## src/rtl/or_tree_cfg.svh

```systemverilog
// widths of the buddy-tree node update stage
// tree, page, request tag, AT and node word sizes
`ifndef OR_TREE_CFG_SVH
`define OR_TREE_CFG_SVH

// one node word per tree index
`define OR_TREE_INDEX_WIDTH 12
// tree index followed by a 3-bit slot
`define PAGE_IDX_WIDTH 15
`define REQ_ID_WIDTH 8

// AT row is the high half of the tree index, column the low half
`define AT_TREE_INDEX_WIDTH 6

`define NODE_WIDTH 15
`define SLOT_WIDTH 3
`define AT_BITS 4

// encoding width of the request size and fail reason fields
`define REQ_FIELD_WIDTH 2

`endif

```

## src/rtl/or_tree_req_pkg.sv

```systemverilog
// request vocabulary of the node update stage
// block sizes and fail reasons
`default_nettype none

`include "or_tree_cfg.svh"

package or_tree_req_pkg;

    // block size of an alloc or free, largest first
    typedef enum logic [`REQ_FIELD_WIDTH-1:0] {
        size_4k  = 2'd0,
        size_2k  = 2'd1,
        size_1k  = 2'd2,
        size_512 = 2'd3
    } req_size_e;

    typedef enum logic [`REQ_FIELD_WIDTH-1:0] {
        fail_none          = 2'd0,
        fail_no_space      = 2'd1,
        fail_misaligned    = 2'd2,
        fail_not_allocated = 2'd3
    } fail_reason_e;

endpackage

`default_nettype wire

```

## src/rtl/or_tree_node_pkg.sv

```systemverilog
// node word layout of a buddy tree
// leaf masks, upper level rebuild and level-full summary
`default_nettype none

`include "or_tree_cfg.svh"

package or_tree_node_pkg;

    typedef logic [`NODE_WIDTH-1:0] node_t;
    typedef logic [7:0] leaves_t;

    // slot 0 sits at the msb of every level
    localparam int LEAF_LSB    = 0;
    localparam int QUARTER_LSB = 8;
    localparam int HALF_LSB    = 12;
    localparam int TOP_BIT     = 14;

    // log2 of the block size counted in 512 B pages
    function automatic logic [1:0] size_log2(input or_tree_req_pkg::req_size_e size);
        return 2'd3 - size;
    endfunction

    function automatic leaves_t block_leaves(input logic [`SLOT_WIDTH-1:0] slot,
                                             input or_tree_req_pkg::req_size_e size);
        logic [3:0] pages;
        leaves_t head;
        pages = 4'd1 << size_log2(size);
        // run of ones at the top, then moved down to the slot
        head = ~(8'hff >> pages);
        return head >> slot;
    endfunction

    function automatic node_t rebuild_node(input leaves_t leaves);
        logic [3:0] quarters;
        logic [1:0] halves;
        for (int i = 0; i < 4; i++) begin
            quarters[i] = leaves[2*i+1] | leaves[2*i];
        end
        halves[1] = quarters[3] | quarters[2];
        halves[0] = quarters[1] | quarters[0];
        return {halves[1] | halves[0], halves, quarters, leaves};
    endfunction

    // bit 3 is the 4K bit, lower bits flag a completely used level
    function automatic logic [`AT_BITS-1:0] level_full(input node_t node);
        return {node[TOP_BIT], &node[HALF_LSB +: 2], &node[QUARTER_LSB +: 4],
                &node[LEAF_LSB +: 8]};
    endfunction

endpackage

`default_nettype wire

```

## src/rtl/alloc_search.sv

```systemverilog
// first-fit search of a node for a free block
// returns the slot, the no-space flag and the updated node
`default_nettype none

`include "or_tree_cfg.svh"

module alloc_search (
    input  or_tree_node_pkg::node_t         node,
    input  or_tree_req_pkg::req_size_e      size,
    output logic [`SLOT_WIDTH-1:0]          slot,
    output logic                            no_space,
    output or_tree_node_pkg::node_t         new_node
);

    always_comb begin
        logic [7:0] busy;
        logic [`SLOT_WIDTH-1:0] blk;
        logic [`SLOT_WIDTH-1:0] base;
        logic found;
        or_tree_node_pkg::leaves_t grown;

        // bit i of busy is block i of the chosen level
        // positions past the level width count as taken
        busy = '1;
        case (size)
            or_tree_req_pkg::size_4k: begin
                busy[0] = node[or_tree_node_pkg::TOP_BIT];
            end
            or_tree_req_pkg::size_2k: begin
                for (int i = 0; i < 2; i++) begin
                    busy[i] = node[or_tree_node_pkg::HALF_LSB + 1 - i];
                end
            end
            or_tree_req_pkg::size_1k: begin
                for (int i = 0; i < 4; i++) begin
                    busy[i] = node[or_tree_node_pkg::QUARTER_LSB + 3 - i];
                end
            end
            default: begin
                for (int i = 0; i < 8; i++) begin
                    busy[i] = node[or_tree_node_pkg::LEAF_LSB + 7 - i];
                end
            end
        endcase

        // lowest clear block wins
        found = 1'b0;
        blk = '0;
        for (int i = 0; i < 8; i++) begin
            if (!found && !busy[i]) begin
                found = 1'b1;
                blk = i[`SLOT_WIDTH-1:0];
            end
        end

        base = blk << or_tree_node_pkg::size_log2(size);
        grown = node[7:0] | or_tree_node_pkg::block_leaves(base, size);

        slot = base;
        no_space = !found;
        new_node = or_tree_node_pkg::rebuild_node(grown);
    end

endmodule

`default_nettype wire

```

## config.mk

```make
export PLATFORM = sky130hd
export DESIGN_NAME = alloc_search
export DESIGN_NICKNAME = d
export VERILOG_FILES = /design/src/rtl/or_tree_req_pkg.sv /design/src/rtl/or_tree_node_pkg.sv /design/src/rtl/alloc_search.sv
export VERILOG_INCLUDE_DIRS = /design/src /design/src/rtl
export SDC_FILE = /design/constraint.sdc
export NUM_CORES = 1
export LEC_CHECK = 0
export ABC_AREA = 0
export BUFFER_PORTS_ARGS = -buffer_cell sky130_fd_sc_hd__buf_2
export CAP_MARGIN = 30
export CELL_PAD_IN_SITES_DETAIL_PLACEMENT = 0
export CELL_PAD_IN_SITES_GLOBAL_PLACEMENT = 1
export CORE_MARGIN = 3
export CORE_UTILIZATION = 34
export DETAILED_ROUTE_END_ITERATION = 12
export GPL_TIMING_DRIVEN = 0
export MAX_ROUTING_LAYER = met4
export PLACE_DENSITY = 0.95
export SLEW_MARGIN = 0
export SYNTH_ARGS = -nofsm -noshare
export SYNTH_HDL_FRONTEND = slang
export SYNTH_SLANG_ARGS = --single-unit
```

## constraint.sdc

```tcl
create_clock -name vclk -period 4.4
set_input_delay 0.66 -clock vclk [all_inputs]
set_output_delay 0.66 -clock vclk [all_outputs]
set_load 0.02 [all_outputs]
```

-- Word-level counts from Yosys, hierarchy flattened
Cells that the tools add are included.
- $add $sub $neg: 1
- $mul: 0
- divide/modulo/power cells: 0
- $lt $le $gt $ge: 0
- equal/unequal tests: 2
- shift-type cells: 4
- mux-type cells: 19
- bitwise gates (word level): 9
- reductions and logical operators: 24
- operator list (operator ; count):
    $mux 3 ; 6
    $logic_not 1->1 ; 14
    $mux 1 ; 9
    $not 8->8 ; 1
    $or 8x8->8 ; 1
    $shr 8x3->8 ; 1
    $shr 8x4->8 const A ; 1
    $logic_and 1x1->1 ; 7
    $or 1x1->1 ; 7
    $pmux 1 s3 ; 2
    $mux 4 ; 1
    $pmux 2 s2 ; 1
    $shl 1x2->4 const A ; 1
    $reduce_or 3->1 ; 1
    $shl 3x2->3 ; 1
    $eq 2x1->1 const B ; 1
    $eq 2x2->1 const B ; 1
    $logic_not 2->1 ; 1
    $reduce_or 2->1 ; 1
    $sub 2x2->2 const A ; 1
- bits in registers: 0
- latch bits: 0
- bits in writable memories: 0
- ROM bits: 0
- output and inout bits: 19
- word-level logic and storage cells: 59
- memories kept: 0

-- Depth between registers and ports, before layout
- depth after elaboration: 29
- gate-level depth with buffers: 8
- mapped depth without buffers: 6

-- Worst setup path after synthesis
No wires, ideal clock.
- path type: input port to output port
- start: input port size[0]
- end: output port new_node[11]
- data arrival time: 2.164 ns
- required time: 3.740 ns
- slack: 1.576 ns
- stages: 7
- cell sequence: buf_6 -> mux2_4 -> mux2i_4 -> o21a_4 -> inv_2 -> buf_6 -> o21ai_0
- longest elaborated chain between the ends: 27
- elaborated cells between the ends (all ways): 51
- those cells by class: add/sub (1); eq/ne (2); shift (4); mux (18); bitwise (3); reduce/logical (23)
- RTL lines (what ; RTL line ; RTL):
    start: declaration ; alloc_search.sv:9 ; input or_tree_req_pkg::req_size_e size,
    $eq 2x2->1 (tied with other cells) ; alloc_search.sv:25 ; case (size)
    $pmux 1 s3 ; alloc_search.sv:25 ;
    $logic_not 1->1 ; alloc_search.sv:50 ; if (!found && !busy[i]) begin
    $logic_and 1x1->1 ; alloc_search.sv:50 ;
    $mux 1 ; alloc_search.sv:50 ;
    $logic_not 1->1 ; alloc_search.sv:50 ;
    $logic_and 1x1->1 ; alloc_search.sv:50 ;
    $mux 1 ; alloc_search.sv:50 ;
    (+12 left out) ; -- ;
    $logic_not 1->1 ; alloc_search.sv:50 ;
    $logic_and 1x1->1 ; alloc_search.sv:50 ;
    $mux 3 ; alloc_search.sv:50 ;
    $shl 3x2->3 (*) ; alloc_search.sv:56 ; base = blk << or_tree_node_pkg::size_log2(size);
    via slot[2] ; alloc_search.sv:10 ; output logic [`SLOT_WIDTH-1:0] slot,
    $shr 8x3->8 (*) ; or_tree_node_pkg.sv:30 ; return head >> slot;
    $or 8x8->8 (*) ; alloc_search.sv:57 ; grown = node[7:0] | or_tree_node_pkg::block_leaves(base, size);
    $or 1x1->1 (*) ; or_tree_node_pkg.sv:37 ; quarters[i] = leaves[2*i+1] | leaves[2*i];
    end: declaration ; alloc_search.sv:12 ; output or_tree_node_pkg::node_t new_node
Mark *: on every way through the listed nets, which the timed path passes. The rest lies on a longest branch.

-- Final worst setup path
- start: input port size[1]
- end: output port new_node[5]
- longest elaborated chain between the ends: 26
- elaborated cells between the ends (all ways): 50
- those cells by class: add/sub (1); eq/ne (2); shift (4); mux (18); bitwise (2); reduce/logical (23)
- RTL lines (what ; RTL line):
    $eq 2x2->1 (tied with other cells) ; alloc_search.sv:25
    $pmux 1 s3 ; alloc_search.sv:25
    $logic_not 1->1 ; alloc_search.sv:50
    $logic_and 1x1->1 ; alloc_search.sv:50
    $mux 1 ; alloc_search.sv:50
    $logic_not 1->1 ; alloc_search.sv:50
    $logic_and 1x1->1 ; alloc_search.sv:50
    $mux 1 ; alloc_search.sv:50
    (+10 left out) ; --
    $logic_and 1x1->1 ; alloc_search.sv:50
    $mux 1 ; alloc_search.sv:50
    $logic_not 1->1 ; alloc_search.sv:50
    $logic_and 1x1->1 ; alloc_search.sv:50
    $mux 3 ; alloc_search.sv:50
    $shl 3x2->3 ; alloc_search.sv:56
    $shr 8x3->8 (*) ; or_tree_node_pkg.sv:30
    $or 8x8->8 (*) ; alloc_search.sv:57
Every way passes the cells marked *; elsewhere a longest branch is shown, timed or not.

==> impl_metrics.csv <==
group,metric,value,unit
hold_path,holdPathStages,3,
die,die_w,49.5,microns
timing,holdWs,1.69,ns
grt,grt_usage,17.1,%
routing,drtPass1Iterations,4,
finish,utilization,47.9,%
routing,dr_wl_met2,1.02,mm
pwr,powerDensity,118,nW/um^2
grt,grt_max_degree,11,
yosys,synth.area.top_cells,"buf_6 7.0%, nand3_1 4.7%, mux2_4 4.7%",
pwr,vdd_drop_max,44.5,uV
grt,grt_pass1_wl,3.46,mm
critical_path,crit_top_cell,"buf_2",
critical_path,crit_start,"size[1]",
critical_path,end_kind,"output port",
routing,ant_nets,0,
die,rows,15,
yosys,avgSynthCellArea,7.41,sq um
critical_path,path_depth,8,
timing,hold_violations,0,
finish,syn_to_final_growth,31.3,%
yosys,synth_top_cell_area_share,6.99,%
finish,antenna_cells,0,
finish,finalNetCount,140,
critical_path,path_delay_family,"compound AO/OA/AOI/OAI gates",
cts,cts.hold.buffers_added,0,
pwr,p_leak,0.358,nW
grt,first_global_vias,763,
critical_path,cp-start-kind,"input pin",
timing,max_freq,340,MHz
hold_path,hold_start,"node[6]",
finish,final_common_cell,"buf_2",
critical_path,crit_chain,"buf_2 > buf_6 > nand2_4 > a211o_1 > a2111oi_4 > a41oi_1 > o21bai_1 > buf_2",
placement,gp_congestion,0.834,
timing,maxSlewViolCount,0,
cts,post-cts-setup-buffer-count,0,
routing,vias,830,
finish,num-clock-buffers,0,
routing,drtIter0Drc,20,
routing,drt-met1-wl,862,microns
die,die_h,49.5,microns
critical_path,cp_num_buf_inv,3,
routing,drt-total-wl,2.07,mm
critical_path,cp.required,3.74,ns
placement,dpl.hpwl,1.70,mm
yosys,synth_cell_types,44,
hold_path,hp-class,"in -> out",
routing,vias_per_cell,5.68,
finish,design_area,846,sq um
critical_path,crit_arrival,2.28,ns
die,die_area,2450,sq um
yosys,ys_seq_area_share,0,%
grt,grt-ovfl-total,0,
die,io_pins,36,
yosys,ys_warn_count,0,
status,status,"complete, no violations",
cts,cts_resized,0,
critical_path,cp_slowest_stage_delay,0.35,ns
job,drv_cap,0,
routing,maxUsedRoutingLayer,"met4",
yosys,synth_area,644,sq um
placement,numPortBuffers,34,
timing,tns,0,ns
timing,setup_viol,0,
grt,antenna_found_initial,0,
critical_path,critPathKind,"in -> out",
hold_path,whs_endpoint,"new_node[6]",
yosys,yosys.area.top_type,"buf_6",
routing,drcViolationCount,0,
timing,period_needed,2.94,ns
yosys,synth_nets,104,
finish,drive_gt1_share,42.1,%
critical_path,slowest_stage,"a211o_1",
yosys,syn_inst,87,
die,core-area,1760,sq um
timing,rsz0062_at_grt,"no",
critical_path,worst-path-max-fanout,10,
pwr,finalPower,99.4,uW
placement,dpl_cell_area,846,sq um
routing,wl_per_cell,14.2,microns
timing,fin_crit_sh,66.8,%
routing,wl_met3,178,microns
finish,design.seq.count,0,
die,initial_utilization,36.5,%
finish,mostFrequentLayoutCells,"34 x buf_2, 7 x nor2_1, 6 x nand3_1",
finish,regArea,0,sq um
[routing by layer]
metal / GRT usage, % / up-vias
li1: - / 404
met1: 22.9 / 389
met2: 29.3 / 35
met3: 1.81 / 2
met4: 0 / 0
met5: - / -
[cells by family (layout without fill, tap and decap cells)]
logic type | Yosys count | after routing | share of synthesized area, %
buf+inv | 10 | 44 | 11.1
simple gates | 34 | 34 | 30.1
mux | 6 | 6 | 13.0
other cells | 1 | 1 | 0.582
compound gates | 36 | 36 | 45.2
[Yosys cell counts, drive strengths merged]
master	n
o21ai	8
nor2	7
nand3	6
buf	5
nand2	5
o21bai	5
inv	4
a211oi	3
a21oi	3
a31oi	3
mux2	3
mux2i	3
nand2b	3
a211o	2
a41oi	2
nand4	2
nor2b	2
nor3b	2
o221ai	2
a2111oi	1
a21bo	1
a2bb2oi	1
and3	1
and3b	1
and4bb	1
clkbuf	1
conb	1
nand3b	1
nor3	1
o211a	1
o211ai	1
o21a	1
o22ai	1
o32a	1
or2	1
or3	1
[per-stage QoR]
step                      instances  worst slack (ns)
after floorplan                  87              1.58
after global placement          146              1.54
after detailed placement        146              1.50
after CTS                       146              1.49
after global routing            146              1.37
final                           146              1.46
[layout make-up]
cell class / instances / area [sq um]
timing repair buffer: 34 / 170
multi-input combinational: 77 / 573
fill: 192 / 918
inverter: 4 / 15.0
buffer: 6 / 56.3
tap: 25 / 31.3
[worst max-delay path by stage]
stage | to | slack, ns
2_1_floorplan | new_node[11] | 1.58
3_3_place_gp | new_node[5] | 1.54
3_5_place_dp | new_node[5] | 1.50
4_1_cts | new_node[5] | 1.49
5_1_grt | new_node[5] | 1.37
6_report | new_node[5] | 1.46
[power by group]
group	internal [mW]	switching [mW]
registers	0	0
logic	0.0403	0.0591
clock network	0	0
total	0.0403	0.0591
Note: power is estimated with default switching activity, not from simulation.
