[src/rtl/or_tree_cfg.svh]
// widths of the buddy-tree node update stage
// tree, page, request tag, AT and node word sizes
`ifndef OR_TREE_CFG_SVH
`define OR_TREE_CFG_SVH

// one node word per tree index
`define OR_TREE_INDEX_WIDTH 12
// tree index followed by a 3-bit slot
`define PAGE_IDX_WIDTH 15
`define REQ_ID_WIDTH 8

// AT row is the high half of the tree index, column the low half
`define AT_TREE_INDEX_WIDTH 6

`define NODE_WIDTH 15
`define SLOT_WIDTH 3
`define AT_BITS 4

// encoding width of the request size and fail reason fields
`define REQ_FIELD_WIDTH 2

`endif

[src/rtl/or_tree_req_pkg.sv]
// request vocabulary of the node update stage
// block sizes and fail reasons
`default_nettype none

`include "or_tree_cfg.svh"

package or_tree_req_pkg;

    // block size of an alloc or free, largest first
    typedef enum logic [`REQ_FIELD_WIDTH-1:0] {
        size_4k  = 2'd0,
        size_2k  = 2'd1,
        size_1k  = 2'd2,
        size_512 = 2'd3
    } req_size_e;

    typedef enum logic [`REQ_FIELD_WIDTH-1:0] {
        fail_none          = 2'd0,
        fail_no_space      = 2'd1,
        fail_misaligned    = 2'd2,
        fail_not_allocated = 2'd3
    } fail_reason_e;

endpackage

`default_nettype wire

[src/rtl/or_tree_node_pkg.sv]
// node word layout of a buddy tree
// leaf masks, upper level rebuild and level-full summary
`default_nettype none

`include "or_tree_cfg.svh"

package or_tree_node_pkg;

    typedef logic [`NODE_WIDTH-1:0] node_t;
    typedef logic [7:0] leaves_t;

    // slot 0 sits at the msb of every level
    localparam int LEAF_LSB    = 0;
    localparam int QUARTER_LSB = 8;
    localparam int HALF_LSB    = 12;
    localparam int TOP_BIT     = 14;

    // log2 of the block size counted in 512 B pages
    function automatic logic [1:0] size_log2(input or_tree_req_pkg::req_size_e size);
        return 2'd3 - size;
    endfunction

    function automatic leaves_t block_leaves(input logic [`SLOT_WIDTH-1:0] slot,
                                             input or_tree_req_pkg::req_size_e size);
        logic [3:0] pages;
        leaves_t head;
        pages = 4'd1 << size_log2(size);
        // run of ones at the top, then moved down to the slot
        head = ~(8'hff >> pages);
        return head >> slot;
    endfunction

    function automatic node_t rebuild_node(input leaves_t leaves);
        logic [3:0] quarters;
        logic [1:0] halves;
        for (int i = 0; i < 4; i++) begin
            quarters[i] = leaves[2*i+1] | leaves[2*i];
        end
        halves[1] = quarters[3] | quarters[2];
        halves[0] = quarters[1] | quarters[0];
        return {halves[1] | halves[0], halves, quarters, leaves};
    endfunction

    // bit 3 is the 4K bit, lower bits flag a completely used level
    function automatic logic [`AT_BITS-1:0] level_full(input node_t node);
        return {node[TOP_BIT], &node[HALF_LSB +: 2], &node[QUARTER_LSB +: 4],
                &node[LEAF_LSB +: 8]};
    endfunction

endpackage

`default_nettype wire

[src/rtl/free_check.sv]
// check of a free request against the node
// returns the fail reason and the node with the block released
`default_nettype none

`include "or_tree_cfg.svh"

module free_check (
    input  or_tree_node_pkg::node_t         node,
    input  wire [`SLOT_WIDTH-1:0]           slot,
    input  or_tree_req_pkg::req_size_e      size,
    output or_tree_req_pkg::fail_reason_e   fail_reason,
    output or_tree_node_pkg::node_t         new_node
);

    or_tree_node_pkg::leaves_t mask;
    or_tree_node_pkg::leaves_t leaves;
    logic [1:0] shift;
    logic misaligned;
    logic partly_free;

    assign leaves = node[7:0];
    assign shift = or_tree_node_pkg::size_log2(size);
    assign mask = or_tree_node_pkg::block_leaves(slot, size);

    // slot must be a whole multiple of the block size in pages
    assign misaligned = ((slot >> shift) << shift) != slot;

    // every leaf of the block has to be in use
    assign partly_free = (leaves & mask) != mask;

    always_comb begin
        if (misaligned) begin
            fail_reason = or_tree_req_pkg::fail_misaligned;
        end else if (partly_free) begin
            fail_reason = or_tree_req_pkg::fail_not_allocated;
        end else begin
            fail_reason = or_tree_req_pkg::fail_none;
        end
    end

    // ancestors come back from the remaining leaves
    assign new_node = or_tree_node_pkg::rebuild_node(leaves & ~mask);

endmodule

`default_nettype wire

[config.mk]
export PLATFORM = sky130hd
export DESIGN_NAME = free_check
export DESIGN_NICKNAME = d
export VERILOG_FILES = /design/src/rtl/or_tree_req_pkg.sv /design/src/rtl/or_tree_node_pkg.sv /design/src/rtl/free_check.sv
export VERILOG_INCLUDE_DIRS = /design/src /design/src/rtl
export SDC_FILE = /design/constraint.sdc
export NUM_CORES = 1
export LEC_CHECK = 0
export ABC_AREA = 1
export BUFFER_PORTS_ARGS = -buffer_cell sky130_fd_sc_hd__buf_2
export CAP_MARGIN = 20
export CELL_PAD_IN_SITES_DETAIL_PLACEMENT = 1
export CELL_PAD_IN_SITES_GLOBAL_PLACEMENT = 1
export CORE_MARGIN = 4
export CORE_UTILIZATION = 23
export DETAILED_ROUTE_END_ITERATION = 10
export GPL_ROUTABILITY_DRIVEN = 0
export GPL_TIMING_DRIVEN = 0
export PLACE_DENSITY_LB_ADDON = 0.08
export SETUP_SLACK_MARGIN = 0.4
export SLEW_MARGIN = 5
export SYNTH_ARGS = -nofsm -noshare
export SYNTH_HDL_FRONTEND = slang
export SYNTH_SLANG_ARGS = --single-unit
[constraint.sdc]
create_clock -name vclk -period 1.2
set_input_delay 0.12 -clock vclk [all_inputs]
set_output_delay 0.12 -clock vclk [all_outputs]
set_load 0.02 [all_outputs]
## Yosys cells after proc, flatten, opt, wreduce, memory -nomap -nowiden

Index checks and enable logic that the tools add are counted.

- Word-level logic and storage cells: 21
- Input bits: 20
- Output and inout port bits: 17
- Bits in registers: 0

- Shift operators: 5
- Equality and inequality tests: 2
- Add/subtract/negate cells: 1
- Multiplexer cells: 2
- Bitwise logic cells: 11

Operators by type and width:

| operator | count |
|---|---|
| $and A8 B8 Y8 | 2 |
| $not A8 Y8 | 2 |
| $ne A8 B8 Y1 | 1 |
| $shr A8 B3 Y8 | 1 |
| $shr A8 B4 Y8 const A | 1 |
| $or A1 B1 Y1 | 7 |
| $mux W2 | 2 |
| $shl A1 B2 Y4 const A | 1 |
| $ne A3 B3 Y1 | 1 |
| $shl A3 B2 Y3 | 1 |
| $shr A3 B2 Y3 | 1 |
| $sub A2 B2 Y2 const A | 1 |

## Logic depth before layout (Yosys ltp)

Gate-level depths: netlist of run 1.

- Depth after elaboration: 10
- Gate-level depth with buffers: 10
- Gate-level depth less buffers: 10

## Worst setup path before layout of run 1

No wires, ideal clock.

- Path kind: input to output
- Start point: input size[1]
- End point: output new_node[13]
- Data arrival time: 1093 ps
- Setup slack: -13 ps
- Buffers on the path: 1
- Required time: 1080 ps
- Stages on the path: 7
- Cells stage by stage: buf_4 -> nand3_2 -> nand3_1 -> nand2_1 -> o21ai_1 -> nor2_1 -> inv_1

- Word-level cells in the longest chain between the ends: 9

Ends and longest elaborated chain:

| element | RTL line | RTL |
|---|---|---|
| start: declaration | free_check.sv:10 | `input or_tree_req_pkg::req_size_e size,` |
| $sub A2 B2 Y2 | or_tree_node_pkg.sv:20 | `return 2'd3 - size;` |
| $shl A1 B2 Y4 | or_tree_node_pkg.sv:27 | `pages = 4'd1 << size_log2(size);` |
| $shr A8 B4 Y8 | or_tree_node_pkg.sv:29 | `head = ~(8'hff >> pages);` |
| $not A8 Y8 | or_tree_node_pkg.sv:29 |  |
| $shr A8 B3 Y8 | or_tree_node_pkg.sv:30 | `return head >> slot;` |
| $not A8 Y8 | free_check.sv:42 | `assign new_node = or_tree_node_pkg::rebuild_node(leaves & ~mask);` |
| $and A8 B8 Y8 | free_check.sv:42 |  |
| $or A1 B1 Y1 | or_tree_node_pkg.sv:37 | `quarters[i] = leaves[2*i+1] \| leaves[2*i];` |
| named net new_node[11] | free_check.sv:12 | `output or_tree_node_pkg::node_t new_node` |
| $or A1 B1 Y1 | or_tree_node_pkg.sv:39 | `halves[1] = quarters[3] \| quarters[2];` |
| end: declaration | free_check.sv:12 |  |

The timed path passes the listed nets, and every way through them passes these cells.

## Worst setup path in the final report of run 1

- Start point: input slot[2]
- End point: output fail_reason[1]

- Word-level cells in the longest chain between the ends: 5

Ends and longest elaborated chain:

| element | RTL line | RTL |
|---|---|---|
| start: declaration | free_check.sv:9 | `` input wire [`SLOT_WIDTH-1:0] slot, `` |
| $shr A8 B3 Y8 | or_tree_node_pkg.sv:30 |  |
| $and A8 B8 Y8 | free_check.sv:29 | `assign partly_free = (leaves & mask) != mask;` |
| $ne A8 B8 Y1 | free_check.sv:29 |  |
| $mux W2 | free_check.sv:34 | `end else if (partly_free) begin` |
| $mux W2 * | free_check.sv:32 | `if (misaligned) begin` |
| end: declaration | free_check.sv:11 | `output or_tree_req_pkg::fail_reason_e fail_reason,` |

Mark *: on every way between the ends. The rest lies on a longest branch, timed or not.

==> results of run 1 <==
-- metal layers --
layer  GRT usage [%]  vias to the layer above  routed length (µm)
met5               0                        -                   0
met4               0                        0                   0
met3               0                        0                  50
met2            27.0                       13                1040
met1            15.4                      306                 671
li1                -                      330                   -
-- area by class of cell --
class                           instances  area [µm²]  share of cell area [%]
Tap cell                               25        31.3                    2.90
Multi-Input combinational cell         61         534                    49.5
Inverter                               20         115                    10.7
Timing Repair Buffer                   37         367                    34.0
Buffer                                  2        31.3                    2.90
-- worst min-delay path: cells and delay by family --
family	cells	cell delay (ns)
buffers and inverters	3	0.28
AND/OR/NAND/NOR	1	0.07
-- logic make-up after synthesis --
| group | after synthesis | synth area share [%] |
|---|---|---|
| and+or+nand+nor | 54 | 67.8 |
| buffers and inverters | 22 | 21.5 |
| AOI/OAI and AO/OA | 7 | 10.7 |
-- worst paths after layout --
path     from             end  slack, ns  depth (start not counted)
min   node[6]     new_node[6]       0.60                          4
max   slot[2]  fail_reason[1]      -0.05                         10
-- report_power, final --
group | leakage (nW) | switching (mW) | internal (mW)
logic | 0.537 | 0.292 | 0.246
clock network | 0 | 0 | 0
registers | 0 | 0 | 0
total | 0.537 | 0.292 | 0.246
-- per-stage QoR --
stage               TNS (ns)  power (mW)  setup WS [ns]  utilization [%]
floorplan                  0       0.262          0.141                -
global placement      -0.574       0.353         -0.180             40.7
detailed placement    -0.719       0.360         -0.203             40.7
CTS                  -0.0433       0.478        -0.0231             54.6
global route          -0.450       0.577         -0.113             62.5
finish                -0.123       0.538        -0.0491             62.5
-- repair_timing --
item	4_1_cts	5_1_grt
resized for setup	59	31
buffers inserted	7	2
setup endpoints to repair	17	17
pin swaps	17	12
-- synthesized netlist by cell type --
| library cell | number |
|---|---|
| nand2_1 | 23 |
| inv_1 | 14 |
| nor2_1 | 7 |
| inv_2 | 6 |
| nor2_2 | 5 |
| nand2_2 | 4 |
| nand3_1 | 4 |
| nand3_2 | 4 |
| nand4_1 | 4 |
| buf_4 | 2 |
| o21ai_1 | 2 |
| o21ai_2 | 2 |
| a21oi_1 | 1 |
| a22oi_1 | 1 |
| nand3b_1 | 1 |
| nand3b_2 | 1 |
| nor2_4 | 1 |
| o21ai_0 | 1 |
-- cells in the final DEF, fill, tap and decap left out, drive strengths merged --
cell type,instances
a22oi,1
a21oi,1
nand3b,2
o21ai,5
nand2,27
nand4,4
clkinv,2
buf,39
inv,18
nor2,13
nand3,8
==> flow_summary_export.csv, run 1 <==
group,metric,value,unit
status,status,"complete, but fails checks",
status,violations,"setup timing",
final_layout,nFillCells,223,
sta,setup_violations,4,
final_layout,regArea,0,µm²
synth,synthTopCellsByArea,"nand2_1 21%, inv_1 13%, nand3_2 9.6%, nor2_2 7.5%, nor2_1 6.3%",
final_layout,final_nets,142,
drt,vias,649,
synth,ys.warnings.count,0,
drt,ant_nets,0,
sta,hold_slack,0.595,ns
setup_path,cp_cell_sequence,"buf_6, inv_8, o21ai_0, nand4_1, nand2_1, nor2_1, nand2_1, nor2_4, nand2_4, buf_6",
sta,worstMarginPinSlew,0.224,ns
job,max_cap_violations,0,
global_route,antenna_found_initial,0,
die,core,1730,µm²
final_layout,final_cells,145,
min_path,hold_path.class,"input pin to primary output",
synth,syn-cell-area,419,µm²
global_route,grt-ovfl-total,0,
die,boundaryPins,37,
synth,synthesis.nets,103,
pwr,power.density,499,nW/µm²
synth,yosys.area.top_type_share,20.6,%
synth,ys_seq_area_share,0,%
sta,hold_viol,0,
drt,drt_wl_total,1760,µm
die,die_area,2570,µm²
die,num_rows,15,
drt,drc,0,
global_route,grt_pass1_vias,627,
sta,maxSlewViolCount,0,
drt,wire_per_inst,12.2,µm
die,die_h,50.7,µm
global_route,gr-usage-all-layers,13.0,%
synth,syn_avg_cell_area,5.05,µm²
global_route,grt_max_degree,10,
place,dp.cells,136,
sta,layout_setup_ws,-0.0491,ns
setup_path,path_delay_family,"simple AND/OR/NAND/NOR gates",
drt,dr.pass1.iters,2,
die,start_util,24.3,%
final_layout,n_sequential_cell,0,
final_layout,diodes,0,
place,place_hpwl,1270,µm
final_layout,drive_gt1_share,78.3,%
pwr,p_leak,0.537,nW
synth,ys_types,18,
setup_path,cp_num_buf_inv,3,
global_route,grt_first_pass_wirelength,2700,µm
setup_path,required,1.08,ns
final_layout,final_area,1080,µm²
pwr,peakVddDrop,0.249,mV
sta,finalCritPeriodShare,104,%
sta,fmax,0.801,GHz
setup_path,cp_max_fo,8,
setup_path,path_class,"input pin to primary output",
setup_path,slowest_stage,"nor2_4",
setup_path,cp.arrival,1.13,ns
setup_path,max_stage_delay,0.15,ns
synth,synth_area_leader_cell,"nand2_1",
final_layout,area_growth,157,%
sta,maxSlewHeadroom,85.1,%
setup_path,cp-start-kind,"input pin",
final_layout,nClkBuffers,0,
place,numPortBuffers,28,
drt,avgViaCountPerCell,4.48,
synth,synthesis.instances,83,
setup_path,endpoint_kind,"primary output",
sta,rsz0062_at_grt,"yes",
sta,period_minus_slack,1.25,ns
drt,first_iter_violations,7,
die,die_x,50.7,µm
clocking,hold_buffers,0,
place,placement.cell_area,703,µm²
Note: power is estimated with default switching activity, not from simulation.
==> inputs of run 2 (changes only) <==
CORE_MARGIN = 1.5   (was 4)
TNS_END_PERCENT = 50   (was unset)
==> flow_summary_export.csv, run 2 (same netlist as run 1, synthesis figures left out) <==
group,metric,value,unit
status,status,"complete, but fails checks",
status,violations,"setup timing",
drt,drc,0,
sta,rsz0062_at_grt,"yes",
die,die_h,45.7,µm
setup_path,cp_cell_sequence,"buf_6, inv_6, nand2_4, nand4_1, nand2_1, nor2_1, nand2_1, nor2_4, nand2_4, buf_6",
global_route,gr-usage-all-layers,17.6,%
drt,dr.pass1.iters,4,
min_path,min_from,"node[4]",
drt,ant_nets,0,
final_layout,final_nets,148,
sta,setup_violations,4,
setup_path,required,1.08,ns
global_route,grt_first_pass_wirelength,2770,µm
die,die_area,2090,µm²
global_route,grt-ovfl-total,0,
die,num_rows,15,
clocking,hold_buffers,0,
drt,first_iter_violations,7,
drt,wire_per_inst,12.8,µm
drt,routed.top_layer,"met3",
final_layout,nFillCells,226,
final_layout,n_sequential_cell,0,
global_route,antenna_found_initial,0,
setup_path,cp_max_fo,7,
sta,period_minus_slack,1.33,ns
place,numPortBuffers,28,
job,max_cap_violations,0,
final_layout,drive_gt1_share,72.2,%
setup_path,crit_path_start,"slot[1]",
global_route,grt_max_degree,9,
place,place_hpwl,1170,µm
die,core,1730,µm²
setup_path,cp.arrival,1.21,ns
pwr,peakVddDrop,0.225,mV
die,boundaryPins,37,
die,die_x,45.7,µm
drt,drt_wl_total,1940,µm
drt,wl_met2,1120,µm
final_layout,regArea,0,µm²
sta,layout_setup_ws,-0.129,ns
setup_path,cp-start-kind,"input pin",
setup_path,max_stage_delay,0.18,ns
final_layout,layout_commonest_cell,"buf_6",
sta,fmax,0.752,GHz
die,start_util,24.3,%
final_layout,nClkBuffers,0,
drt,vias,691,
final_layout,utilization,61.2,%
pwr,power.density,501,nW/µm²
drt,wl_met1,752,µm
final_layout,area_growth,152,%
drt,met3_wirelength,62,µm
final_layout,mostFrequentLayoutCells,"18 x buf_6, 14 x buf_4, 12 x nand2_1",
sta,worstMarginPinSlew,0.335,ns
final_layout,diodes,0,
setup_path,path_class,"input pin to primary output",
sta,maxSlewHeadroom,77.6,%
setup_path,slowest_stage,"nor2_4",
sta,finalCritPeriodShare,111,%
sta,hold_slack,0.573,ns
setup_path,endpoint_kind,"primary output",
sta,maxSlewViolCount,0,
sta,hold_viol,0,
min_path,hold_path.class,"input pin to primary output",
drt,avgViaCountPerCell,4.58,
pwr,finalPower,530,µW
pwr,p_leak,0.549,nW
global_route,grt_pass1_vias,634,
run 2: per-stage QoR:
| stage | setup slack, ns | cell area [µm²] | instances | TNS [ns] |
|---|---|---|---|---|
| floorplan | 0.141 | 529 | 83 | 0 |
| global placement | -0.164 | 701 | 136 | -0.559 |
| detailed placement | -0.188 | 701 | 136 | -0.679 |
| CTS | -0.00813 | 1000 | 146 | -0.0155 |
| global route | -0.192 | 1060 | 151 | -0.647 |
| finish | -0.129 | 1060 | 151 | -0.267 |
run 2: timing repair:
item | in CTS | in global routing
endpoints found under the setup margin | 17 | 17
cloned | 1 | 0
pin swaps | 26 | 12
setup buffers | 9 | 5
resized for setup | 67 | 4
run 2: final cells by class:
| class | count | area, µm² | share of cell area [%] |
|---|---|---|---|
| Inverter | 20 | 90.1 | 8.52 |
| Multi-Input combinational cell | 61 | 485 | 45.9 |
| Tap cell | 25 | 31.3 | 2.96 |
| Buffer | 2 | 40.0 | 3.79 |
| Timing Repair Buffer | 43 | 410 | 38.8 |
run 2: critical path, delay by kind of cell:
kind,cells,cell delay (ns)
buf+inv,3,0.33
simple gates,7,0.76
run 2: where the power goes:
part / switching, mW / internal, mW
registers: 0 / 0
logic: 0.282 / 0.248
clock network: 0 / 0
total: 0.282 / 0.248
run 2: path summary, 6_finish.rpt:
check	cells after the start	to	slack, ns
max	10	fail_reason[1]	-0.13
min	4	new_node[4]	0.57
run 2: metal layers:
| metal | track usage [%] | up-vias |
|---|---|---|
| met5 | 0 | - |
| met1 | 20.9 | 331 |
| met3 | 0.794 | 0 |
| li1 | - | 343 |
| met2 | 36.1 | 17 |
| met4 | 0 | 0 |
